[src/common/elevator_pkg.sv]
// Elevator floor logic shared definitions
// Floor numbers, request masks and the structs exchanged with the car
// state machine and the cab panel

package elevator_pkg;

    ////////////////////////////////////////////////////////////////////////////
    // Floor sizing
    ////////////////////////////////////////////////////////////////////////////

    // Upper bound on floors the types can carry
    parameter int max_floors = 16;

    // Bits needed for a floor number
    parameter int floor_w = 4;

    // Zero based floor number, 0 is the first floor
    typedef logic [floor_w-1:0] floor_t;

    // One bit per floor, bit i is floor i+1
    typedef logic [max_floors-1:0] floor_mask_t;

    ////////////////////////////////////////////////////////////////////////////
    // Car and cab signals
    ////////////////////////////////////////////////////////////////////////////

    // Reported by the car state machine
    typedef struct packed {
        floor_t floor;
        logic   moving;
    } car_status_t;

    // Switches and buttons inside the cab
    typedef struct packed {
        logic power;
        logic emergency;
        logic door_open;
        logic door_close;
    } cab_controls_t;

    // Command to the car state machine
    typedef struct packed {
        floor_t target;
        logic   up;
        logic   activate;
    } dispatch_t;

    // Door button permissions
    typedef struct packed {
        logic open_allowed;
        logic close_allowed;
    } door_perm_t;

endpackage

[src/hdl/door_interlock.sv]
// Door interlock
// Registers the door open and close permissions. Doors only operate
// with the power on and the car stopped, and open wins over close

`timescale 1ns/1ps

module door_interlock (
    input  logic                       clock,
    input  logic                       reset_n,
    input  elevator_pkg::cab_controls_t controls,
    input  elevator_pkg::car_status_t   status,
    output elevator_pkg::door_perm_t    doors
);

    logic door_ok;
    logic open_next;
    logic close_next;

    // Powered and standing still
    assign door_ok = controls.power && !status.moving;

    assign open_next = door_ok && controls.door_open;

    // Closing on a passenger holding open is never allowed
    assign close_next = door_ok && controls.door_close && !controls.door_open;

    ////////////////////////////////////////////////////////////////////////////
    // Permission registers
    ////////////////////////////////////////////////////////////////////////////

    always_ff @(posedge clock or negedge reset_n) begin
        if (!reset_n) begin
            doors.open_allowed  <= 1'b0;
            doors.close_allowed <= 1'b0;
        end else begin
            doors.open_allowed  <= open_next;
            doors.close_allowed <= close_next;
        end
    end

endmodule

[src/hdl/elevator_floor_logic.sv]
// Elevator floor logic
// Request lights for hall calls and cab buttons, target floor scheduling
// and door permissions, working beside the car state machine

`timescale 1ns/1ps

module elevator_floor_logic #(
    parameter int num_floors = 11
) (
    input  logic                       clock,
    input  logic                       reset_n,
    input  elevator_pkg::floor_mask_t   floor_call_buttons,
    input  elevator_pkg::floor_mask_t   panel_buttons,
    input  elevator_pkg::cab_controls_t controls,
    input  elevator_pkg::car_status_t   status,
    output elevator_pkg::floor_mask_t   call_lights,
    output elevator_pkg::floor_mask_t   panel_lights,
    output elevator_pkg::dispatch_t     dispatch,
    output elevator_pkg::door_perm_t    doors
);

    ////////////////////////////////////////////////////////////////////////////
    // Request lights
    ////////////////////////////////////////////////////////////////////////////

    // Hall call buttons on each landing
    request_latch #(
        .num_floors (num_floors)
    ) u_call_latch (
        .clock    (clock),
        .reset_n  (reset_n),
        .buttons  (floor_call_buttons),
        .controls (controls),
        .status   (status),
        .lights   (call_lights)
    );

    // Destination buttons inside the cab
    request_latch #(
        .num_floors (num_floors)
    ) u_panel_latch (
        .clock    (clock),
        .reset_n  (reset_n),
        .buttons  (panel_buttons),
        .controls (controls),
        .status   (status),
        .lights   (panel_lights)
    );

    ////////////////////////////////////////////////////////////////////////////
    // Scheduling and doors
    ////////////////////////////////////////////////////////////////////////////

    floor_scheduler #(
        .num_floors (num_floors)
    ) u_scheduler (
        .clock        (clock),
        .reset_n      (reset_n),
        .call_lights  (call_lights),
        .panel_lights (panel_lights),
        .status       (status),
        .controls     (controls),
        .dispatch     (dispatch)
    );

    door_interlock u_doors (
        .clock    (clock),
        .reset_n  (reset_n),
        .controls (controls),
        .status   (status),
        .doors    (doors)
    );

endmodule

[src/hdl/request_latch.sv]
// Request latch
// Keeps one lit request mask. Button presses light their floor, and the
// light of the floor where the car stands goes out

`timescale 1ns/1ps

module request_latch #(
    parameter int num_floors = 11
) (
    input  logic                       clock,
    input  logic                       reset_n,
    input  elevator_pkg::floor_mask_t   buttons,
    input  elevator_pkg::cab_controls_t controls,
    input  elevator_pkg::car_status_t   status,
    output elevator_pkg::floor_mask_t   lights
);

    import elevator_pkg::*;

    // Floors that exist in this building
    localparam floor_mask_t valid_mask = floor_mask_t'((32'd1 << num_floors) - 32'd1);

    floor_mask_t car_bit;
    floor_mask_t set_mask;
    floor_mask_t clear_mask;

    // One hot bit of the floor the car reports
    assign car_bit = floor_mask_t'(1) << status.floor;

    ////////////////////////////////////////////////////////////////////////////
    // Set and clear terms
    ////////////////////////////////////////////////////////////////////////////

    // Presses only count with power on and no emergency,
    // and never for the floor the car is at
    always_comb begin
        set_mask = '0;
        if (controls.power && !controls.emergency) begin
            set_mask = buttons & valid_mask & ~car_bit;
        end
    end

    // Stopped car with power on clears its own floor
    always_comb begin
        clear_mask = '0;
        if (controls.power && !status.moving) begin
            clear_mask = car_bit;
        end
    end

    ////////////////////////////////////////////////////////////////////////////
    // Light register
    ////////////////////////////////////////////////////////////////////////////

    always_ff @(posedge clock or negedge reset_n) begin
        if (!reset_n) begin
            lights <= '0;
        end else begin
            // Set and clear never hit the same bit
            lights <= (lights | set_mask) & ~clear_mask;
        end
    end

endmodule

[src/scheduler/floor_scheduler.sv]
// Floor scheduler
// Picks the next target floor from the pending requests, preferring the
// direction the car last travelled, and commands the car to go

`timescale 1ns/1ps

module floor_scheduler #(
    parameter int num_floors = 11
) (
    input  logic                       clock,
    input  logic                       reset_n,
    input  elevator_pkg::floor_mask_t   call_lights,
    input  elevator_pkg::floor_mask_t   panel_lights,
    input  elevator_pkg::car_status_t   status,
    input  elevator_pkg::cab_controls_t controls,
    output elevator_pkg::dispatch_t     dispatch
);

    import elevator_pkg::*;

    floor_mask_t pending;
    logic        at_target;

    // Nearest pending floor on each side of the car
    logic        above_found;
    floor_t      above_floor;
    logic        below_found;
    floor_t      below_floor;

    floor_t      next_target;
    floor_t      target_q;
    logic        up_q;

    // Hall calls and cab requests are served alike
    assign pending = call_lights | panel_lights;

    // A new target is only chosen once the car has arrived and stopped
    assign at_target = !status.moving && (target_q == status.floor);

    ////////////////////////////////////////////////////////////////////////////
    // Search above and below the car
    ////////////////////////////////////////////////////////////////////////////

    // Walk downward so the last hit is the lowest floor above the car
    always_comb begin
        above_found = 1'b0;
        above_floor = '0;
        for (int i = num_floors - 1; i >= 0; i--) begin
            if (pending[i] && (i > int'(status.floor))) begin
                above_found = 1'b1;
                above_floor = floor_t'(i);
            end
        end
    end

    // Walk upward so the last hit is the highest floor below the car
    always_comb begin
        below_found = 1'b0;
        below_floor = '0;
        for (int i = 0; i < num_floors; i++) begin
            if (pending[i] && (i < int'(status.floor))) begin
                below_found = 1'b1;
                below_floor = floor_t'(i);
            end
        end
    end

    ////////////////////////////////////////////////////////////////////////////
    // Direction preference
    ////////////////////////////////////////////////////////////////////////////

    always_comb begin
        next_target = status.floor;
        if (up_q) begin
            // Keep going up while there is work above
            if (above_found) begin
                next_target = above_floor;
            end else if (below_found) begin
                next_target = below_floor;
            end
        end else begin
            // Keep going down while there is work below
            if (below_found) begin
                next_target = below_floor;
            end else if (above_found) begin
                next_target = above_floor;
            end
        end
    end

    ////////////////////////////////////////////////////////////////////////////
    // Target and direction registers
    ////////////////////////////////////////////////////////////////////////////

    always_ff @(posedge clock or negedge reset_n) begin
        if (!reset_n) begin
            target_q <= '0;
            up_q     <= 1'b1;
        end else if (at_target) begin
            target_q <= next_target;
            // Idle car keeps its last direction
            if (next_target != status.floor) begin
                up_q <= (next_target > status.floor);
            end
        end
    end

    // Go whenever powered, not in emergency, stopped and away from target
    assign dispatch.activate = controls.power && !controls.emergency &&
                               !status.moving && (target_q != status.floor);
    assign dispatch.target   = target_q;
    assign dispatch.up       = up_q;

endmodule

[config.mk]
export PLATFORM = sky130hd
export DESIGN_NAME = elevator_floor_logic
export DESIGN_NICKNAME = d
export VERILOG_FILES = /design/src/common/elevator_pkg.sv /design/src/hdl/door_interlock.sv /design/src/hdl/elevator_floor_logic.sv /design/src/hdl/request_latch.sv /design/src/scheduler/floor_scheduler.sv
export SDC_FILE = /design/constraint.sdc
export NUM_CORES = 1
export LEC_CHECK = 0
export ABC_AREA = 1
export BUFFER_PORTS_ARGS = -buffer_cell sky130_fd_sc_hd__buf_2
export CAP_MARGIN = 30
export CORE_ASPECT_RATIO = 1.4
export CORE_MARGIN = 3
export CORE_UTILIZATION = 45
export CTS_BUF_LIST = sky130_fd_sc_hd__clkbuf_4 sky130_fd_sc_hd__clkbuf_8 sky130_fd_sc_hd__clkbuf_16
export DETAILED_ROUTE_END_ITERATION = 8
export GPL_ROUTABILITY_DRIVEN = 0
export GPL_TIMING_DRIVEN = 0
export PLACE_DENSITY = 0.76
export SETUP_SLACK_MARGIN = 0.4
export SLEW_MARGIN = 0
export SYNTH_ARGS = -nofsm -noshare
export SYNTH_HDL_FRONTEND = slang
export SYNTH_SLANG_ARGS = --single-unit
[constraint.sdc]
create_clock -name clock -period 1.93 [get_ports clock]
set_input_delay 0.0965 -clock clock [delete_from_list [all_inputs] [get_ports clock]]
set_output_delay 0.0965 -clock clock [all_outputs]
set_load 0.01 [all_outputs]
Word level (Yosys, flattened, before mapping). Index checks and enable logic that the tools add are counted.

Register bits after elaboration: 39. Bits of input ports: 43. Word-level logic and storage cells: 123.

Magnitude comparators: 22. Equal/unequal tests: 3. Bitwise operators: 9. Reduce and logical (&&, ||, !) cells: 33. Shift operators: 1. Mux-type cells: 49.

Operators with widths (number): $mux W4 (18); $mux W16 (3); $and A11 B16 Y16 (2); $and A16 B16 Y16 (2); $not A16 Y16 (2); $or A16 B16 Y16 (2); $logic_and A1 B1 Y1 (29); $mux W1 (22); $gt A3 B4 Y1 const A (4); $lt A3 B4 Y1 const A (4); $shl A1 B4 Y16 const A (1); $gt A4 B4 Y1 const A (3); $lt A4 B4 Y1 const A (3); $mux W3 (4); $or A11 B11 Y11 (1); $gt A2 B4 Y1 const A (2); $lt A1 B4 Y1 const A (2); $lt A2 B4 Y1 const A (2); $ne A4 B4 Y1 (2); $eq A4 B4 Y1 (1); $gt A1 B4 Y1 const A (1); $gt A4 B4 Y1 (1); $mux W2 (2); $logic_not A1 Y1 (3); $reduce_and A2 Y1 (1).

Longest topological paths before layout. Gate-level depths: netlist of the first run.

Depth in word-level cells: 18. Depth in mapped cells: 20. Depth with buffers taken out: 19.

Hierarchy. A second synthesis of the first run with hierarchy kept.

Cells, all modules: 414. Area total of the unflattened synthesis: 2875.3 um^2.

By module, submodules not included: floor_scheduler (cells each 161, area an instance 1032.2 um^2, instances 1); request_latch (u_panel_latch) (cells each 122, area an instance 887.1 um^2, instances 1); request_latch (u_call_latch) (cells each 123, area an instance 878.3 um^2, instances 1); door_interlock (cells each 8, area an instance 77.6 um^2, instances 1).

Worst setup path before layout of the first run. No wires, ideal clock.

Path kind: flip-flop to flip-flop. Start point: register u_panel_latch.lights[10]. End point: register u_scheduler.up_q. Setup time: 0.089 ns. Arrival time: 2.073 ns. Data required time: 1.841 ns. Path buffers: 0. Cell stages (with the launch flop): 15. Setup slack: -0.232 ns. Cell sequence: dfrtp_1 > nor2_1 > nor2_1 > o21ai_1 > nand2_1 > nor2_1 > nand3_2 > nor2_2 > nand2_1 > and3_1 > ha_1 > nand2_1 > inv_1 > a221oi_1 > a31oi_1.

Cells in the longest elaborated chain, start to end: 17. Elaborated cells between the ends (all ways): 33. Those cells by class: order compare: 1; eq/ne: 1; mux: 27; bitwise: 1; reduce/logical: 3.

Ends and longest elaborated chain: from (decl) (RTL line request_latch.sv:15) `output elevator_pkg::floor_mask_t lights`; from (signal assigned) (RTL line request_latch.sv:60) `lights <= (lights | set_mask) & ~clear_mask;`; $or A11 B11 Y11 * (RTL line floor_scheduler.sv:35) `assign pending = call_lights | panel_lights;`; $logic_and A1 B1 Y1 (RTL line floor_scheduler.sv:49) `if (pending[i] && (i > int'(status.floor))) begin`; $mux W4 or $mux W1 (tied branches) (10 in a row) (RTL line floor_scheduler.sv:49); $mux W4 (RTL line floor_scheduler.sv:85) `end else if (above_found) begin`; $mux W4 (RTL line floor_scheduler.sv:83) `if (below_found) begin`; $mux W4 * (RTL line floor_scheduler.sv:74) `if (up_q) begin`; named net u_scheduler.next_target[3] (RTL line floor_scheduler.sv:30) `floor_t next_target;`; branches (longest 2 deep; another with $gt A4 B4 Y1); to (signal assigned) (RTL line floor_scheduler.sv:103) `up_q <= (next_target > status.floor);`; to (decl) (RTL line floor_scheduler.sv:32) `logic up_q;`.

Mark *: on every way through the listed nets, which the timed path passes. A chain may end at the register's enable or synchronous reset.

Worst setup path in the final report of the first run.
Start point: register u_call_latch.lights[7]. End point: register u_scheduler.up_q.

Cells in the longest elaborated chain, start to end: 14. Elaborated cells between the ends (all ways): 33. Those cells by class: order compare: 1; eq/ne: 1; mux: 27; bitwise: 1; reduce/logical: 3.

Ends and longest elaborated chain (RTL line): from (decl) (request_latch.sv:15); from (signal assigned) (request_latch.sv:60); $or A11 B11 Y11 * (floor_scheduler.sv:35); $logic_and A1 B1 Y1 (floor_scheduler.sv:49); $mux W4 or $mux W1 (tied branches) (7 in a row) (floor_scheduler.sv:49); $mux W4 (floor_scheduler.sv:85); $mux W4 (floor_scheduler.sv:83); $mux W4 * (floor_scheduler.sv:74); branches (longest 2 deep; another with $gt A4 B4 Y1).

Mark *: on every way between the ends.

==> results of run 1 <==
## logic make-up (layout without fill, tap and decap cells)
kind of cell,count (synthesis),in the layout
AOI/OAI and AO/OA,45,45
adders and majority gates,4,4
and+or+nand+nor,176,176
DFF,39,39
xor gates and xnor gates,2,2
buffers and inverters,53,165
## state kept, by name, indices dropped and copies added, names as in the netlist
| signal | count |
|---|---|
| u_doors.doors | 2 |
| u_panel_latch.lights | 16 |
| u_call_latch.lights | 16 |
| u_scheduler.up_q | 1 |
| u_scheduler.target_q | 4 |
## area by class of cell
type	instances	share of cell area
Multi-Input combinational cell	227	0.421
Sequential cell	39	0.284
Timing Repair Buffer	104	0.179
Inverter	44	0.0495
Tap cell	64	0.0233
Clock buffer	6	0.0222
Buffer	9	0.0175
Clock inverter	2	0.00364
## synth_stat cells
library cell,instances,share of area
a2111oi_0,1,0.0036
a21boi_0,4,0.012
a21oi_1,6,0.012
a221oi_1,1,0.0036
a31oi_1,7,0.018
and3_1,1,0.0026
buf_4,3,0.0093
buf_6,2,0.0093
clkbuf_1,4,0.0062
dfrtp_1,38,0.39
dfstp_2,1,0.011
ha_1,4,0.021
inv_1,37,0.057
inv_2,5,0.0078
inv_4,2,0.0052
nand2_1,84,0.13
nand2_2,6,0.016
nand2_4,3,0.014
nand3_1,24,0.050
nand3_2,6,0.025
nand3_4,2,0.014
nand4_1,1,0.0026
nor2_1,35,0.054
nor2_2,4,0.010
nor2_4,4,0.019
nor2_8,2,0.017
nor3_1,2,0.0041
nor4_1,1,0.0026
o211ai_1,1,0.0031
o21ai_0,18,0.037
o21ai_1,3,0.0062
o21ai_2,1,0.0036
o21bai_1,2,0.0062
o31ai_1,1,0.0031
or2_2,1,0.0026
xor2_1,2,0.0072
## power breakdown
group,total (mW),switching (mW),internal [mW]
Sequential,1.02,0.0905,0.928
Clock,0.569,0.302,0.267
Combinational,1.19,0.670,0.519
## worst paths after layout
kind,endpoint,slack (ps)
max reg2reg,u_scheduler.up_q,-370
max,u_scheduler.up_q,-370
min reg2reg,u_panel_latch.lights[15],470
min,u_doors.doors[0],20
min in group asynchronous,u_panel_latch.lights[7],460
max in group asynchronous,u_scheduler.target_q[1],900
## timing repair
item / CTS / global route
hold endpoints to repair: 38 / 0
setup endpoints to repair: 6 / 6
buffers inserted: 24 / 10
hold buffers: 1 / 0
pin swaps: 23 / 23
gates cloned: 0 / 0
gates resized for setup: 50 / 29
## stage by stage
stage | setup WS [ps] | TNS (ps)
floorplan | -208 | -208
finish | -368 | -368
global route | -481 | -481
global placement | -419 | -419
CTS | -222 | -222
detailed placement | -440 | -440
## worst register-to-register path, cell delays in order (launching register included)
cell and delay (ps):
dfrtp_1 390, inv_2 60, nand2_4 90, nand2_2 60, buf_4 130, buf_4 120
buf_4 120, buf_4 120, buf_4 120, nand2_2 70, nand2_1 50, nand2_1 90
nand2_2 60, nand3_2 60, inv_1 50, ha_2 160, o21bai_1 190, a221oi_2 80
a31oi_1 210
## per-layer routing
layer,track usage,wire [um],share of wire
met2,0.447,4110,0.52
met5,0,0,0
met1,0.271,2980,0.38
met3,0.0570,473,0.060
met4,0.113,331,0.042
==> run metrics, run 1 <==
status=complete, but fails checks; failing checks=setup timing; GRT Overall Usage=0.251; total routed wirelength=7900 um; Reg2Reg Depth=18; area of the multi-input gates=0.00145 sq mm; FP Rows=30; Seq/Total Area, Yosys=0.404; setup slack after layout=-368 ps; clock-pin slew on the worst setup and hold paths=80 ps; Netlist cell types=36; Worst Hold Depth=3; Worst Path Buf+Inv=7; CP startpoint=u_call_latch.lights[7]; clk sinks=39; Worst Path Required=2140 ps; 1st-iter DRT viols=171; non-filler cells, final=495; share of layout cells above drive strength 1=0.508; largest net degree at the start of global routing=40; Rel. slew slack=0.398; Worst path most repeated cell=buf_4; post-synthesis mux area share=0; Final ANT Viol Nets=0; Mapped Area=0.00242 sq mm; syn nets=366; hold wc startpoint=controls[0]; crit path time final=2300 ps; CTS tree=done; worst-case vdd ir drop=0.408 mV; Pwr Density=808 mW/mm^2; most frequent cells in the layout=buf_2, nand2_1, dfrtp_1; fmax=435 MHz; Worst R2R Start=u_call_latch.lights[7]; die area=0.00630 sq mm; Clock Latency Late Sink=300 ps; vias in the first global route=2,628; initial core utilization=0.481; Setup violations, final=1; DRT Pass-1 Iters=4; Lkg Pwr=1.74 nW; CTS Root Buffer Type=clkbuf_8; critical path class=flip-flop to flip-flop; total gr overflow=0; maxcap violations=0; detailed placer's ending HPWL=4920 um; CP top delay family=buffers and inverters; num ports=83; Synth Register Bits=39; CTS buffer count=5; Layout fillers=416; Hold Violations, Final=0; commonest non-fill, non-tap cell in the layout=buf_2; synthesized area per cell=7.58 sq um; Data arrival, critical path=2510 ps; Max FO, Critical Path=2; Post-Syn Instances=319; crit share post-route=1.19; Nets=477; RSZ-0062 raised after global routing=true; Die Y=92.7 um; YS warnings=0; crit-path max cell delay=390 ps; Setup Skew=7.85 ps; XOR/XNOR Fraction of Synth Area=0.00724; Hold WS=15.1 ps; ant diodes=0; critical-path cell list=inv_2 > nand2_4 > nand2_2 > buf_4 > buf_4 > buf_4 > buf_4 > buf_4 > nand2_2 > nand2_1 > nand2_1 > nand2_2 > nand3_2 > inv_1 > ha_2 > o21bai_1 > a221oi_2 > a31oi_1; via/cell ratio=5.41; vias=2,678; Hold Crit Class=input pin to flip-flop; element type at the critical path start=flip-flop; Routed wire per std cell=16.0 um; largest family of logic cells by synthesized area=simple AND/OR/NAND/NOR gates; Pins Over Slew Limit=0; Least-Margin Pin Slew=903 ps; register area=977 sq um; DRC=0; Synth Area in Compound Gates=0.110; clk buf depth=2; I/O Buffers=69; first-pass GRT wire length=12,100 um; Slowest-stage cell, CP=dfrtp_1; cell area after layout=0.00344 sq mm; Die W=68.0 um; Final Core Density=0.683; initial antenna violation count=0; CP Depth=18; dpl cells=452; Power, Total=2.78 mW; Post-Synth Simple-Gate Area=0.363; P&R area growth vs syn=42.1%; adder-cell share of the synthesized area=0.0207; Setup crit end kind=flip-flop; CTS H-tree depth=2; Cell Area, Placed=0.00285 sq mm; core area=0.00503 sq mm
Note: power is estimated with default switching activity, not from simulation.
==> run 2, diff against run 1 <==
--- a/config.mk
+++ b/config.mk
@@ -15,7 +15,7 @@
 export DETAILED_ROUTE_END_ITERATION = 8
 export GPL_ROUTABILITY_DRIVEN = 0
 export GPL_TIMING_DRIVEN = 0
-export PLACE_DENSITY = 0.76
+export PLACE_DENSITY = 0.73
 export SETUP_SLACK_MARGIN = 0.4
 export SLEW_MARGIN = 0
 export SYNTH_ARGS = -nofsm -noshare
==> run metrics, run 2 (synthesis results as in run 1) <==
status=complete, but fails checks; failing checks=setup timing; Worst Path Buf+Inv=2; Die W=68.0 um; initial core utilization=0.481; crit share post-route=1.18; CTS buffer count=5; first-pass GRT wire length=11,100 um; maxcap violations=0; CTS H-tree depth=2; clk buf depth=2; Final ANT Viol Nets=0; critical-path cell list=inv_1 > nand2_1 > nand2_1 > nand2_2 > nor2_2 > nand3_4 > nor2_4 > nand2_2 > and3_4 > ha_4 > nand2_4 > inv_4 > a221oi_2 > a31oi_1; Data arrival, critical path=2500 ps; Rel. slew slack=0.422; Routed wire per std cell=14.8 um; area of the multi-input gates=0.00138 sq mm; worst-case vdd ir drop=0.493 mV; commonest non-fill, non-tap cell in the layout=nand2_1; share of layout cells above drive strength 1=0.409; total routed wirelength=7120 um; Largest regs=u_call_latch.lights (16), u_panel_latch.lights (16), u_scheduler.target_q (4); Clock Latency Late Sink=300 ps; Pins Over Slew Limit=0; ant diodes=0; num ports=83; Pwr Density=866 mW/mm^2; register area=977 sq um; Setup crit end kind=flip-flop; Least-Margin Pin Slew=866 ps; 1st-iter DRT viols=96; DRC=0; vias=2,461; CTS Root Buffer Type=clkbuf_8; total gr overflow=0; Cell Area, Placed=0.00285 sq mm; die area=0.00630 sq mm; DRT Pass-1 Iters=4; crit path time final=2290 ps; vias in the first global route=2,452; Nets=464; I/O Buffers=69; via/cell ratio=5.11; DP Worst Slack=-468 ps; P&R area growth vs syn=37.5%; Power, Total=2.88 mW; element type at the critical path start=flip-flop; Max FO, Critical Path=3; GRT Overall Usage=0.231; crit-path max cell delay=380 ps; CP top delay family=simple AND/OR/NAND/NOR gates; Lkg Pwr=1.73 nW; FP Rows=30; initial antenna violation count=0; critical path class=flip-flop to flip-flop; Hold Violations, Final=0; RSZ-0062 raised after global routing=true; cell area after layout=0.00333 sq mm; Hold Crit Class=input pin to flip-flop; setup slack after layout=-356 ps; Worst Path Required=2150 ps; most frequent cells in the layout=nand2_1, buf_2, dfrtp_1; fmax=437 MHz; Die Y=92.7 um; Layout fillers=429; core area=0.00503 sq mm; clk sinks=39; Hold WS=12.1 ps; detailed placer's ending HPWL=5060 um; Setup violations, final=2; largest net degree at the start of global routing=40; CTS tree=done; clock-pin slew on the worst setup and hold paths=80 ps; Slowest-stage cell, CP=dfrtp_1; Setup Skew=5.95 ps
## run 2: cell types whose count changed in the layout (fill, tap and decap cells not counted), sizes merged
| cell | previous run | this run |
|---|---|---|
| buf | 108 | 95 |
| bufinv | 0 | 1 |
| clkinv | 1 | 0 |
| clkinvlp | 1 | 0 |
| inv | 44 | 45 |
## run 2: tightest hold or removal path, stage by stage
cell and delay, ps:
buf_2 90, nand2_1 50, nor2_1 40
## run 2: per-stage QoR
step	setup TNS [ps]	instances	util
after global placement	-492	452	0.566
after floorplan	-208	319	-
final	-676	482	0.661
after CTS	-457	476	0.638
after detailed placement	-468	452	0.566
after global routing	-929	482	0.661
## run 2: layer usage
metal | track usage | up-vias | part of all wire | wire length (um)
li1 | - | 1206 | - | -
met1 | 0.268 | 1163 | 0.38 | 2730
met2 | 0.411 | 73 | 0.55 | 3920
met3 | 0.0352 | 19 | 0.039 | 276
met4 | 0.0912 | 0 | 0.029 | 204
met5 | 0 | - | 0 | 0
## run 2: path summary, 6_finish.rpt
path                            slack (ps)               startpoint                      end  depth (start not counted)
worst max-delay path                  -360  u_panel_latch.lights[7]         u_scheduler.up_q                         14
worst min-delay path                    10              controls[0]         u_doors.doors[0]                          3
worst max register to register        -360  u_panel_latch.lights[7]         u_scheduler.up_q                         14
worst min register to register         470  u_call_latch.lights[12]  u_call_latch.lights[12]                          2
max in group asynchronous              930                  reset_n   u_call_latch.lights[2]                          2
min in group asynchronous              450                  reset_n  u_scheduler.target_q[1]                          2
## run 2: power breakdown
| group | switching (mW) | internal, mW | total [mW] |
|---|---|---|---|
| Sequential | 0.0746 | 0.928 | 1.00 |
| Combinational | 0.634 | 0.504 | 1.14 |
| Clock | 0.313 | 0.426 | 0.739 |
## run 2: cell type report
type,instances,area share
tap,64,0.0241
inverter,44,0.0519
clock buffer,6,0.0248
sequential,39,0.294
timing repair buffer,91,0.162
multi-input combinational,227,0.413
clock inverter,2,0.0117
buffer,9,0.0181
## run 2: what timing repair did
action                                  4_1_cts  5_1_grt
hold endpoints to repair                     38        0
endpoints found under the setup margin        6        9
pin swaps                                    19       10
gates resized for setup                      30       17
setup buffers                                15        6
hold buffers                                  1        0
